File: config.mk
export PLATFORM = sky130hd
export DESIGN_NAME = ualink_turbo_top
export DESIGN_NICKNAME = d
export VERILOG_FILES = /design/src/logic/ualink_stream_pkg.sv /design/src/logic/ualink_cmd_pkg.sv /design/src/logic/flit_if.sv /design/src/logic/ualink_cmd_parser.sv /design/src/logic/pkt_fifo.sv /design/src/logic/ualink_cmd_engine.sv /design/src/logic/ualink_turbo_top.sv
export SDC_FILE = /design/constraint.sdc
export NUM_CORES = 2
export LEC_CHECK = 0
export BUFFER_PORTS_ARGS = -buffer_cell sky130_fd_sc_hd__buf_2
export CAP_MARGIN = 20
export CORE_MARGIN = 4
export CORE_UTILIZATION = 62
export CTS_CLUSTER_SIZE = 10
export DETAILED_ROUTE_END_ITERATION = 10
export PLACE_DENSITY_LB_ADDON = 0.2
export RECOVER_POWER = 50
export SLEW_MARGIN = 20
export SYNTH_ARGS = -nofsm -noshare
export SYNTH_HDL_FRONTEND = slang
export SYNTH_SLANG_ARGS = --single-unit
File: constraint.sdc
create_clock -name axi_aclk -period 24.7 [get_ports axi_aclk]
set_input_delay 3.705 -clock axi_aclk [delete_from_list [all_inputs] [get_ports axi_aclk]]
set_output_delay 3.705 -clock axi_aclk [all_outputs]
set_load 0.05 [all_outputs]
File: src/logic/ualink_stream_pkg.sv
package ualink_stream_pkg;

   // width of the 64-bit command stream
   parameter int DATA_WIDTH = 64;

   // sideband carried alongside every word
   parameter int USER_WIDTH = 32;

   // packet FIFO sizing
   parameter int FIFO_DEPTH_BITS = 4;      // 16 entries

   // entries kept free once nearly-full is raised
   // covers a word already in flight when tready drops
   parameter int NEARLY_FULL_MARGIN = 2;

endpackage

File: src/logic/ualink_cmd_pkg.sv
package ualink_cmd_pkg;

   // command opcodes in bits 15:8 of a word
   typedef enum logic [7:0] {
      OP_READ  = 8'hEE,
      OP_WRITE = 8'hEF
   } opcode_e;

   // class given to a word at stream entry
   typedef enum logic [1:0] {
      CLS_PASS  = 2'd0,
      CLS_WRITE = 2'd1,
      CLS_READ  = 2'd2
   } cmd_class_e;

   // field positions inside the data word
   parameter int OPCODE_LSB      = 8;
   parameter int ADDR_LSB        = 16;
   parameter int ADDR_FIELD_BITS = 8;

   // register memory behind the engine
   parameter int MEM_ADDR_WIDTH = 4;       // 16 entries, address taken modulo

   // engine FSM
   typedef enum logic [1:0] {
      ST_FORWARD = 2'd0,                   // mirror the FIFO head
      ST_RESPOND = 2'd1                    // present the read response word
   } engine_state_e;

endpackage

File: src/logic/flit_if.sv
`timescale 1ns/1ps

// one stream word plus its decode results, valid/ready handshake
interface flit_if #(
   parameter int data_width = ualink_stream_pkg::DATA_WIDTH,
   parameter int user_width = ualink_stream_pkg::USER_WIDTH
);
   import ualink_cmd_pkg::*;

   logic [data_width-1:0]      data;
   logic [data_width/8-1:0]    strb;
   logic [user_width-1:0]      user;
   logic                       last;
   cmd_class_e                 cls;    // decoded once at entry
   logic [ADDR_FIELD_BITS-1:0] addr;   // raw address field
   logic                       valid;
   logic                       ready;

   // payload side
   modport src (
      output data, strb, user, last, cls, addr, valid,
      input  ready
   );

   // consuming side
   modport snk (
      input  data, strb, user, last, cls, addr, valid,
      output ready
   );

endinterface

File: src/logic/ualink_cmd_parser.sv
`timescale 1ns/1ps

module ualink_cmd_parser #(
   parameter int data_width = ualink_stream_pkg::DATA_WIDTH,
   parameter int user_width = ualink_stream_pkg::USER_WIDTH
) (
   input  logic [data_width-1:0]   s_tdata,
   input  logic [data_width/8-1:0] s_tstrb,
   input  logic [user_width-1:0]   s_tuser,
   input  logic                    s_tvalid,
   output logic                    s_tready,
   input  logic                    s_tlast,
   flit_if.src                     in_flit
);
   import ualink_cmd_pkg::*;

   opcode_e opcode;

   // opcode byte, may hold values outside the enum
   assign opcode = opcode_e'(s_tdata[OPCODE_LSB +: $bits(opcode_e)]);

   // classify the word so the engine never looks at the opcode again
   always_comb begin
      case (opcode)
         OP_WRITE: in_flit.cls = CLS_WRITE;
         OP_READ:  in_flit.cls = CLS_READ;
         default:  in_flit.cls = CLS_PASS;
      endcase
   end

   assign in_flit.addr = s_tdata[ADDR_LSB +: ADDR_FIELD_BITS];

   // stream word goes across unchanged
   assign in_flit.data  = s_tdata;
   assign in_flit.strb  = s_tstrb;
   assign in_flit.user  = s_tuser;
   assign in_flit.last  = s_tlast;

   // handshake is shared with the FIFO write side
   assign in_flit.valid = s_tvalid;
   assign s_tready      = in_flit.ready;

endmodule

File: src/logic/pkt_fifo.sv
`timescale 1ns/1ps

module pkt_fifo #(
   parameter int data_width      = ualink_stream_pkg::DATA_WIDTH,
   parameter int user_width      = ualink_stream_pkg::USER_WIDTH,
   parameter int fifo_depth_bits = ualink_stream_pkg::FIFO_DEPTH_BITS
) (
   input  logic axi_aclk,
   input  logic axi_resetn,
   flit_if.snk  in_flit,
   flit_if.src  out_flit
);
   import ualink_stream_pkg::*;
   import ualink_cmd_pkg::*;

   localparam int depth = 1 << fifo_depth_bits;

   // one storage array per flit field
   logic [data_width-1:0]      data_mem [depth];
   logic [data_width/8-1:0]    strb_mem [depth];
   logic [user_width-1:0]      user_mem [depth];
   logic                       last_mem [depth];
   cmd_class_e                 cls_mem  [depth];
   logic [ADDR_FIELD_BITS-1:0] addr_mem [depth];

   logic [fifo_depth_bits-1:0] wr_ptr;
   logic [fifo_depth_bits-1:0] rd_ptr;
   logic [fifo_depth_bits:0]   count;
   logic [fifo_depth_bits:0]   free_cnt;
   logic                       wr_en;
   logic                       rd_en;

   assign free_cnt = (fifo_depth_bits + 1)'(depth) - count;

   // nearly-full keeps a margin of free slots
   assign in_flit.ready = (free_cnt >= NEARLY_FULL_MARGIN);
   assign wr_en         = in_flit.valid & in_flit.ready;
   assign rd_en         = out_flit.valid & out_flit.ready;

   always_ff @(posedge axi_aclk) begin
      if (wr_en) begin
         data_mem[wr_ptr] <= in_flit.data;
         strb_mem[wr_ptr] <= in_flit.strb;
         user_mem[wr_ptr] <= in_flit.user;
         last_mem[wr_ptr] <= in_flit.last;
         cls_mem[wr_ptr]  <= in_flit.cls;
         addr_mem[wr_ptr] <= in_flit.addr;
      end
   end

   always_ff @(posedge axi_aclk) begin
      if (!axi_resetn) begin
         wr_ptr <= '0;
         rd_ptr <= '0;
         count  <= '0;
      end else begin
         if (wr_en)
            wr_ptr <= wr_ptr + 1'b1;   // wraps at power-of-two depth
         if (rd_en)
            rd_ptr <= rd_ptr + 1'b1;
         case ({wr_en, rd_en})
            2'b10:   count <= count + 1'b1;
            2'b01:   count <= count - 1'b1;
            default: count <= count;
         endcase
      end
   end

   // fall-through head
   assign out_flit.valid = (count != '0);
   assign out_flit.data  = data_mem[rd_ptr];
   assign out_flit.strb  = strb_mem[rd_ptr];
   assign out_flit.user  = user_mem[rd_ptr];
   assign out_flit.last  = last_mem[rd_ptr];
   assign out_flit.cls   = cls_mem[rd_ptr];
   assign out_flit.addr  = addr_mem[rd_ptr];

   // equal pointers on a non-empty buffer mean every slot is taken
   a_no_write_full: assert property (@(posedge axi_aclk) disable iff (!axi_resetn)
      wr_en |-> ((wr_ptr != rd_ptr) || (count == '0)));

   // pointers and count must agree on a non-empty buffer
   a_no_read_empty: assert property (@(posedge axi_aclk) disable iff (!axi_resetn)
      rd_en |-> ((wr_ptr != rd_ptr) || (count == (fifo_depth_bits + 1)'(depth))));

endmodule

File: src/logic/ualink_cmd_engine.sv
`timescale 1ns/1ps

module ualink_cmd_engine #(
   parameter int data_width     = ualink_stream_pkg::DATA_WIDTH,
   parameter int user_width     = ualink_stream_pkg::USER_WIDTH,
   parameter int mem_addr_width = ualink_cmd_pkg::MEM_ADDR_WIDTH
) (
   input  logic                    axi_aclk,
   input  logic                    axi_resetn,
   flit_if.snk                     out_flit,
   output logic [data_width-1:0]   m_tdata,
   output logic [data_width/8-1:0] m_tstrb,
   output logic [user_width-1:0]   m_tuser,
   output logic                    m_tvalid,
   input  logic                    m_tready,
   output logic                    m_tlast
);
   import ualink_cmd_pkg::*;

   localparam int mem_depth = 1 << mem_addr_width;

   engine_state_e state;

   // register memory cleared by reset
   logic [data_width-1:0]     mem [mem_depth];
   logic [mem_addr_width-1:0] head_addr;

   // latched from the read command
   logic [mem_addr_width-1:0] rsp_addr;
   logic [user_width-1:0]     rsp_user;
   logic                      rsp_last;

   logic pop;
   logic wr_cmd;
   logic rd_cmd;

   // low address bits wrap the address modulo depth
   assign head_addr = out_flit.addr[mem_addr_width-1:0];

   // FIFO pops only on an m_axis handshake in forward state
   assign out_flit.ready = m_tready && (state == ST_FORWARD);
   assign pop            = out_flit.valid && out_flit.ready;
   assign wr_cmd         = pop && (out_flit.cls == CLS_WRITE);
   assign rd_cmd         = pop && (out_flit.cls == CLS_READ);

   always_ff @(posedge axi_aclk) begin
      if (!axi_resetn) begin
         for (int i = 0; i < mem_depth; i++) begin
            mem[i] <= '0;
         end
      end else if (wr_cmd) begin
         mem[head_addr] <= out_flit.data;   // whole word stored
      end
   end

   always_ff @(posedge axi_aclk) begin
      if (rd_cmd) begin
         rsp_addr <= head_addr;
         rsp_user <= out_flit.user;
         rsp_last <= out_flit.last;   // packet end moves to the response
      end
   end

   always_ff @(posedge axi_aclk) begin
      if (!axi_resetn) begin
         state <= ST_FORWARD;
      end else begin
         case (state)
            ST_FORWARD: begin
               if (rd_cmd)
                  state <= ST_RESPOND;
            end
            ST_RESPOND: begin
               if (m_tready)
                  state <= ST_FORWARD;   // response accepted
            end
            default: state <= ST_FORWARD;
         endcase
      end
   end

   // master stream mux
   always_comb begin
      if (state == ST_RESPOND) begin
         m_tdata  = mem[rsp_addr];
         m_tstrb  = '1;
         m_tuser  = rsp_user;
         m_tlast  = rsp_last;
         m_tvalid = 1'b1;
      end else begin
         m_tdata  = out_flit.data;
         m_tstrb  = out_flit.strb;
         m_tuser  = out_flit.user;
         // a read command never closes the packet
         m_tlast  = out_flit.last && (out_flit.cls != CLS_READ);
         m_tvalid = out_flit.valid;
      end
   end

   // stalled word held steady across FIFO and engine
   a_stall_stable: assert property (@(posedge axi_aclk) disable iff (!axi_resetn)
      (m_tvalid && !m_tready) |=> (m_tvalid && $stable(m_tdata)));

   // an accepted read is followed by a response carrying its tuser and tlast
   a_rsp_valid: assert property (@(posedge axi_aclk) disable iff (!axi_resetn)
      rd_cmd |=> (m_tvalid &&
                  (m_tuser == $past(out_flit.user)) &&
                  (m_tlast == $past(out_flit.last))));

endmodule

File: src/logic/ualink_turbo_top.sv
`timescale 1ns/1ps

module ualink_turbo_top #(
   parameter int data_width      = ualink_stream_pkg::DATA_WIDTH,
   parameter int user_width      = ualink_stream_pkg::USER_WIDTH,
   parameter int fifo_depth_bits = ualink_stream_pkg::FIFO_DEPTH_BITS,
   parameter int mem_addr_width  = ualink_cmd_pkg::MEM_ADDR_WIDTH
) (
   input  logic                    axi_aclk,
   input  logic                    axi_resetn,

   // master stream
   output logic [data_width-1:0]   m_axis_tdata,
   output logic [data_width/8-1:0] m_axis_tstrb,
   output logic [user_width-1:0]   m_axis_tuser,
   output logic                    m_axis_tvalid,
   input  logic                    m_axis_tready,
   output logic                    m_axis_tlast,

   // slave stream
   input  logic [data_width-1:0]   s_axis_tdata,
   input  logic [data_width/8-1:0] s_axis_tstrb,
   input  logic [user_width-1:0]   s_axis_tuser,
   input  logic                    s_axis_tvalid,
   output logic                    s_axis_tready,
   input  logic                    s_axis_tlast
);

   // parser to FIFO, FIFO to engine
   flit_if #(.data_width(data_width), .user_width(user_width)) in_flit ();
   flit_if #(.data_width(data_width), .user_width(user_width)) out_flit ();

   ualink_cmd_parser #(
      .data_width (data_width),
      .user_width (user_width)
   ) u_parser (
      .s_tdata  (s_axis_tdata),
      .s_tstrb  (s_axis_tstrb),
      .s_tuser  (s_axis_tuser),
      .s_tvalid (s_axis_tvalid),
      .s_tready (s_axis_tready),
      .s_tlast  (s_axis_tlast),
      .in_flit  (in_flit.src)
   );

   pkt_fifo #(
      .data_width      (data_width),
      .user_width      (user_width),
      .fifo_depth_bits (fifo_depth_bits)
   ) u_fifo (
      .axi_aclk   (axi_aclk),
      .axi_resetn (axi_resetn),
      .in_flit    (in_flit.snk),
      .out_flit   (out_flit.src)
   );

   ualink_cmd_engine #(
      .data_width     (data_width),
      .user_width     (user_width),
      .mem_addr_width (mem_addr_width)
   ) u_engine (
      .axi_aclk   (axi_aclk),
      .axi_resetn (axi_resetn),
      .out_flit   (out_flit.snk),
      .m_tdata    (m_axis_tdata),
      .m_tstrb    (m_axis_tstrb),
      .m_tuser    (m_axis_tuser),
      .m_tvalid   (m_axis_tvalid),
      .m_tready   (m_axis_tready),
      .m_tlast    (m_axis_tlast)
   );

endmodule

; ---- Word level (Yosys, flattened, before mapping)
; Memories as Yosys holds them, arrays and structs flattened. A register that Yosys moved wholly into a read port is not among the register bits.
; Index checks and enable logic that the tools add are counted.
[op_classes]
addsub = 5
n_lt_le_gt_ge = 1
eq_ne = 10
n_mux = 32
bitwise_logic = 2
reduce_logical = 10
[ops]
columns = operator, n
row1 = $mux W64, 2
row2 = $reduce_or A64 Y1, 1
row3 = $mux W4, 14
row4 = $mux W32, 1
row5 = $eq A8 B8 Y1 const B, 2
row6 = $pmux W5 S2, 1
row7 = $mux W1, 9
row8 = $add A4 B1 Y4 const B, 2
row9 = $mux W8, 1
row10 = $pmux W2 S2, 2
row11 = $eq A2 B1 Y1 const B, 3
row12 = $add A5 B1 Y5 const B, 1
row13 = $ge A5 B2 Y1 const B, 1
row14 = $logic_and A1 B1 Y1, 5
row15 = $reduce_bool A5 Y1, 1
row16 = $sub A5 B1 Y5 const B, 1
row17 = $sub A5 B5 Y5 const A, 1
row18 = $eq A2 B2 Y1 const B, 2
row19 = $mux W2, 2
row20 = $ne A2 B2 Y1 const B, 2
row21 = $and A1 B1 Y1, 2
row22 = $logic_not A2 Y1, 1
row23 = $ne A2 B1 Y1 const B, 1
row24 = $reduce_and A2 Y1, 1
row25 = $reduce_bool A2 Y1, 1
[totals]
register_bits = 52
mem_bits_rw = 2864
in_bits = 109
output_inout_bits = 107
memories = 7
[memory_table]
columns = name, depth, word_bits, rd, rd_ports_with_merged_regs, write_ports, line_no
row1 = u_engine.mem, 16, 64, 1, 1, 16, ualink_cmd_engine.sv:25  ; logic [data_width-1:0] mem [mem_depth];
row2 = u_fifo.data_mem, 16, 64, 1, 1, 1, pkt_fifo.sv:19  ; logic [data_width-1:0] data_mem [depth];
row3 = u_fifo.user_mem, 16, 32, 1, 1, 1, pkt_fifo.sv:21  ; logic [user_width-1:0] user_mem [depth];
row4 = u_fifo.addr_mem, 16, 8, 1, 1, 1, pkt_fifo.sv:24  ; logic [ADDR_FIELD_BITS-1:0] addr_mem [depth];
row5 = u_fifo.strb_mem, 16, 8, 1, 1, 1, pkt_fifo.sv:20  ; logic [data_width/8-1:0] strb_mem [depth];
row6 = u_fifo.cls_mem, 16, 2, 1, 1, 1, pkt_fifo.sv:23  ; cmd_class_e cls_mem [depth];
row7 = 1 more memories, n/a, n/a, n/a, n/a, n/a, n/a

; ---- Longest topological paths before layout
[depth]
word_depth = 9
ltp_mapped = 18
mapped_depth_nobuf = 16

; ---- Cells and area by module
; From an unflattened synthesis, not the netlist that was laid out.
[hier_totals]
hier_cells = 5772
area_unflattened_um2 = 119377.0
[by_module_without_submodules]
columns = module, instances, cells_per_inst, area_each_um2
row1 = pkt_fifo, 1, 2668, 70109.7
row2 = ualink_cmd_engine, 1, 2984, 48372.6
row3 = ualink_cmd_parser, 1, 120, 894.6

; ---- Least setup slack after synthesis
; No wires, ideal clock.
[synth_path]
kind = input to register
from = input s_axis_tvalid
to = memory u_fifo.addr_mem[3][0], enable pin
arrival_ns = 11.120
required_time_ns = 23.996
setup_slack_ns = 12.876
cell_stages = 2
n_path_buf = 0
path_cell_list = o211ai_1 -> nor3_1
[synth_between]
elab_chain_cells = 3
[synth_lines]
columns = item, line_no
row1 = "start, declared", ualink_turbo_top.sv:24  ; input logic s_axis_tvalid,
row2 = $and A1 B1 Y1, pkt_fifo.sv:37  ; assign wr_en = in_flit.valid & in_flit.ready;
row3 = $mux W1, pkt_fifo.sv:41  ; if (wr_en) begin
row4 = $mux W1 (implied by the code), pkt_fifo.sv:47  ; addr_mem[wr_ptr] <= in_flit.addr;
row5 = "end, declared", pkt_fifo.sv:24
; No other way between the ends.

==> flow_metrics.env <==
export IMPL_grtUsageTotal_pct=30.6
export IMPL_clkLatencyLatePin_ps=930
export IMPL_critical_path_top_delay_family="buffers and inverters"
export IMPL_whs_path_depth=1
export IMPL_hpwlAfterDp_mm=143
export IMPL_grt_pass1_vias=58593
export IMPL_ctsResizeCount=0
export IMPL_drc=0
export IMPL_r2r_end="u_engine.mem[5][49]$_SDFFCE_PN0P_"
export IMPL_violations="capacitance limit, slew limit"
export IMPL_timing_hold_worst_start="u_engine.rsp_addr[0]$_DFFE_PP_"
export IMPL_worst_hold_slack_ps=470
export IMPL_hold_class="reg -> reg"
export IMPL_synthesis_instances=5589
export IMPL_fin_skew_ps=68.1
export IMPL_antenna_found_initial=38
export IMPL_rows=155
export IMPL_place_gp_congestion=0.794
export IMPL_crit_arrival_ps=11740
export IMPL_gr_total_overflow=0
export IMPL_fin_nets=6058
export IMPL_numCtsBuffers=332
export IMPL_grt_pass1_wl_mm=408
export IMPL_synth_area_per_cell_um2=20.0
export IMPL_slew_headroom_pct=-497
export IMPL_max_freq_mhz=64.8
export IMPL_ys_warnings_count=0
export IMPL_rsz0062_at_grt="no"
export IMPL_io_pin_count=216
export IMPL_cts_clk_slew_worst_paths_ps=50
export IMPL_ys_ff_latch=2795
export IMPL_die_area_um2=187000
export IMPL_drive_gt1_share_pct=25.6
export IMPL_crit_type="reg -> out"
export IMPL_ys_async_sr_fraction_pct=0
export IMPL_regToRegSetupSlack_ps=12570
export IMPL_firstDrtPassIters=8
export IMPL_cts_tree="built"
export IMPL_setup_ws_ps=9260
export IMPL_ys_types=50
export IMPL_syn_to_final_growth_pct=11.2
export IMPL_instances_no_fill=8390
export IMPL_ir_drop_v=0.000112
export IMPL_multi_input_area_um2=26700
export IMPL_seq_area_frac_synth_pct=75.0
export IMPL_regArea_um2=83700
export IMPL_vias=57529
export IMPL_drt_wl_total_mm=282
export IMPL_cts_hold_fix_buffers=0
export IMPL_fin_util_pct=69.4
export IMPL_power_leakage_nw=38.8
export IMPL_start_util_pct=62.4
export IMPL_maxCapViolCount=38
export IMPL_tightest_slew_ps=8950
export IMPL_tns_ps=0
export IMPL_postLayoutCellArea_um2=124000
export IMPL_slew_viol_final=1555
export IMPL_drt_initial_drc_count=7822
export IMPL_min_period_ps=15440
export IMPL_dp_slack_ps=15570
export IMPL_power_density_nw_per_um2=104
export IMPL_antenna_left=0
export IMPL_core_um2=179000
export IMPL_cp_num_buf_inv=3
export IMPL_dpl_cell_count=7954
export IMPL_slowest_delay_ps=3240
export IMPL_setup_violations=0
export IMPL_vias_per_cell=6.86
export IMPL_root_buffer="clkbuf_16"
export IMPL_grt_max_degree=171
export IMPL_fp_dieH_um=432
export IMPL_io_buffers=215
export IMPL_cts_sinks=2795
export IMPL_routedWlPerCell_um=33.6
export IMPL_htree_levels=5
export IMPL_synth_edff_count=2773
export IMPL_total_power_mw=13.0
export IMPL_path_max_fanout=53
export IMPL_worstPathCellList="clkbuf_1 > clkbuf_1 > mux4_2 > mux4_2 > mux2_2 > buf_2"
export IMPL_critPathRequiredTime_ps=21000
export IMPL_n_fill_cell=10829
export IMPL_r2r_cells=9
export IMPL_die_x_um=432
export IMPL_hold_viol=0
export IMPL_status="finished, violations left"
export IMPL_placed_area_um2=116000
export IMPL_synth_area_um2=112000
export IMPL_worstSetupEndpointType="output port"
export IMPL_slowest_stage="clkbuf_1"
export IMPL_ys_flop_type="edfxtp_1"
export IMPL_finalCritPeriodShare_pct=62.5
export IMPL_clockBufferDepth=4
export IMPL_start_kind="register"
export IMPL_post_cts_buffers=0
worst max path at each step:
stage / end / slack [ps] / cells past startpoint
3_5_place_dp: m_axis_tdata[23] / 15570 / 7
4_1_cts: m_axis_tdata[23] / 14580 / 7
3_3_place_gp: m_axis_tdata[36] / 15610 / 7
6_report: m_axis_tdata[59] / 9260 / 6
5_1_grt: m_axis_tdata[51] / 7480 / 6
2_1_floorplan: u_fifo.addr_mem[3][0]$_DFFE_PP_ / 12880 / 2
cells by family (layout without fill, tap and decap cells):
| logic type | count (synthesis) | after routing | synth area share, % |
|---|---|---|---|
| flip-flops | 2795 | 2795 | 75.0 |
| AND/OR/NAND/NOR | 1405 | 1405 | 4.93 |
| multiplexers | 960 | 960 | 18.2 |
| buffers and inverters | 364 | 755 | 1.45 |
| AO/OA/AOI/OAI | 43 | 43 | 0.233 |
| adder cells (fa/ha/maj) | 11 | 11 | 0.123 |
| XOR/XNOR | 10 | 10 | 0.0785 |
| other | 1 | 56 | 0.00336 |
metal layers:
| layer | wire [um] | track usage (%) |
|---|---|---|
| met1 | 101000 | 42.4 |
| met2 | 141000 | 49.5 |
| met3 | 29700 | 6.35 |
| met4 | 9770 | 10.5 |
| met5 | 107 | 0 |
worst register-to-register path, cell delays in order (launching register included):
cell,delay [ps]
dfxtp_1,2390
clkbuf_1,3070
mux4_2,790
a22oi_1,220
and3_1,250
a21oi_1,310
nand3_4,250
clkbuf_1,3120
buf_4,1180
nor2_1,240
sequential cells by signal, summed over array words and instances (netlist names), named ones only:
name               cells
u_engine.mem        1024
u_fifo.data_mem      912
u_fifo.user_mem      512
u_fifo.strb_mem      128
u_fifo.addr_mem      112
u_engine.rsp_user     32
u_fifo.cls_mem        32
u_fifo.last_mem       16
u_fifo.count           5
u_engine.rsp_addr      4
u_fifo.rd_ptr          4
u_fifo.wr_ptr          4
u_engine.rsp_last      1
u_engine.state         1
synthesized netlist by cell type (3+ instances only):
cell type  count  area share [%]
a21oi_1        3           0.013
and2_1        11           0.062
and3_1        16           0.090
buf_1         45            0.15
buf_2        162            0.73
buf_4          8           0.054
buf_6          3           0.030
clkbuf_1     133            0.45
dfxtp_1       22            0.39
edfxtp_1    2773              75
ha_1          11            0.12
inv_1         11           0.037
mux2_2        99             1.0
mux2i_1       12            0.11
mux4_2       846              17
nand2_1      320             1.1
nand2b_1       6           0.034
nand3_1       10           0.045
nor2_1       999             3.4
nor2b_1       15           0.084
nor3_1         3           0.013
o21ai_0       20           0.090
o21ai_1        6           0.027
or2_2          9           0.050
xnor2_1        7           0.055
xor2_1         3           0.024
cell type report:
type | instances | share of cell area, %
tap | 2355 | 2.37
clock buffer | 389 | 6.92
antenna | 24 | 0.0484
multi-input combinational | 2461 | 21.5
timing repair buffer | 335 | 1.55
inverter | 13 | 0.0393
sequential | 2795 | 67.4
clock inverter | 18 | 0.132
where the power goes:
part	internal [mW]	total, mW	leakage [nW]	switching (mW)
Clock	2.42	4.15	4.27	1.73
Sequential	5.52	5.65	26.5	0.125
Combinational	1.13	3.17	8.02	2.04
Total	9.08	13.0	38.8	3.89
cell usage in the layout, fill, tap and decap left out, types with 6 or more instances in the layout:
| cell type | synthesis | routed |
|---|---|---|
| edfxtp_1 | 2773 | 2773 |
| and3_1 | 16 | 16 |
| mux2_2 | 99 | 99 |
| o21ai_0 | 20 | 10 |
| inv_1 | 11 | 12 |
| mux4_2 | 846 | 846 |
| clkbuf_1 | 133 | 188 |
| nand3_1 | 10 | 8 |
| buf_4 | 8 | 79 |
| conb_1 | 1 | 32 |
| o21ai_4 | 0 | 16 |
| ha_1 | 11 | 11 |
| dfxtp_4 | 0 | 7 |
| or2_2 | 9 | 9 |
| clkinv_1 | 0 | 6 |
| nand2_1 | 320 | 319 |
| dfxtp_1 | 22 | 15 |
| clkbuf_16 | 0 | 335 |
| nand2b_1 | 6 | 6 |
| nor2_1 | 999 | 999 |
| diode_2 | 0 | 24 |
| xnor2_1 | 7 | 7 |
| inv_6 | 0 | 9 |
| mux2i_1 | 12 | 12 |
| buf_12 | 0 | 8 |
| nor2b_1 | 15 | 12 |
| buf_2 | 162 | 108 |
Power figures use the tool's default switching activity.
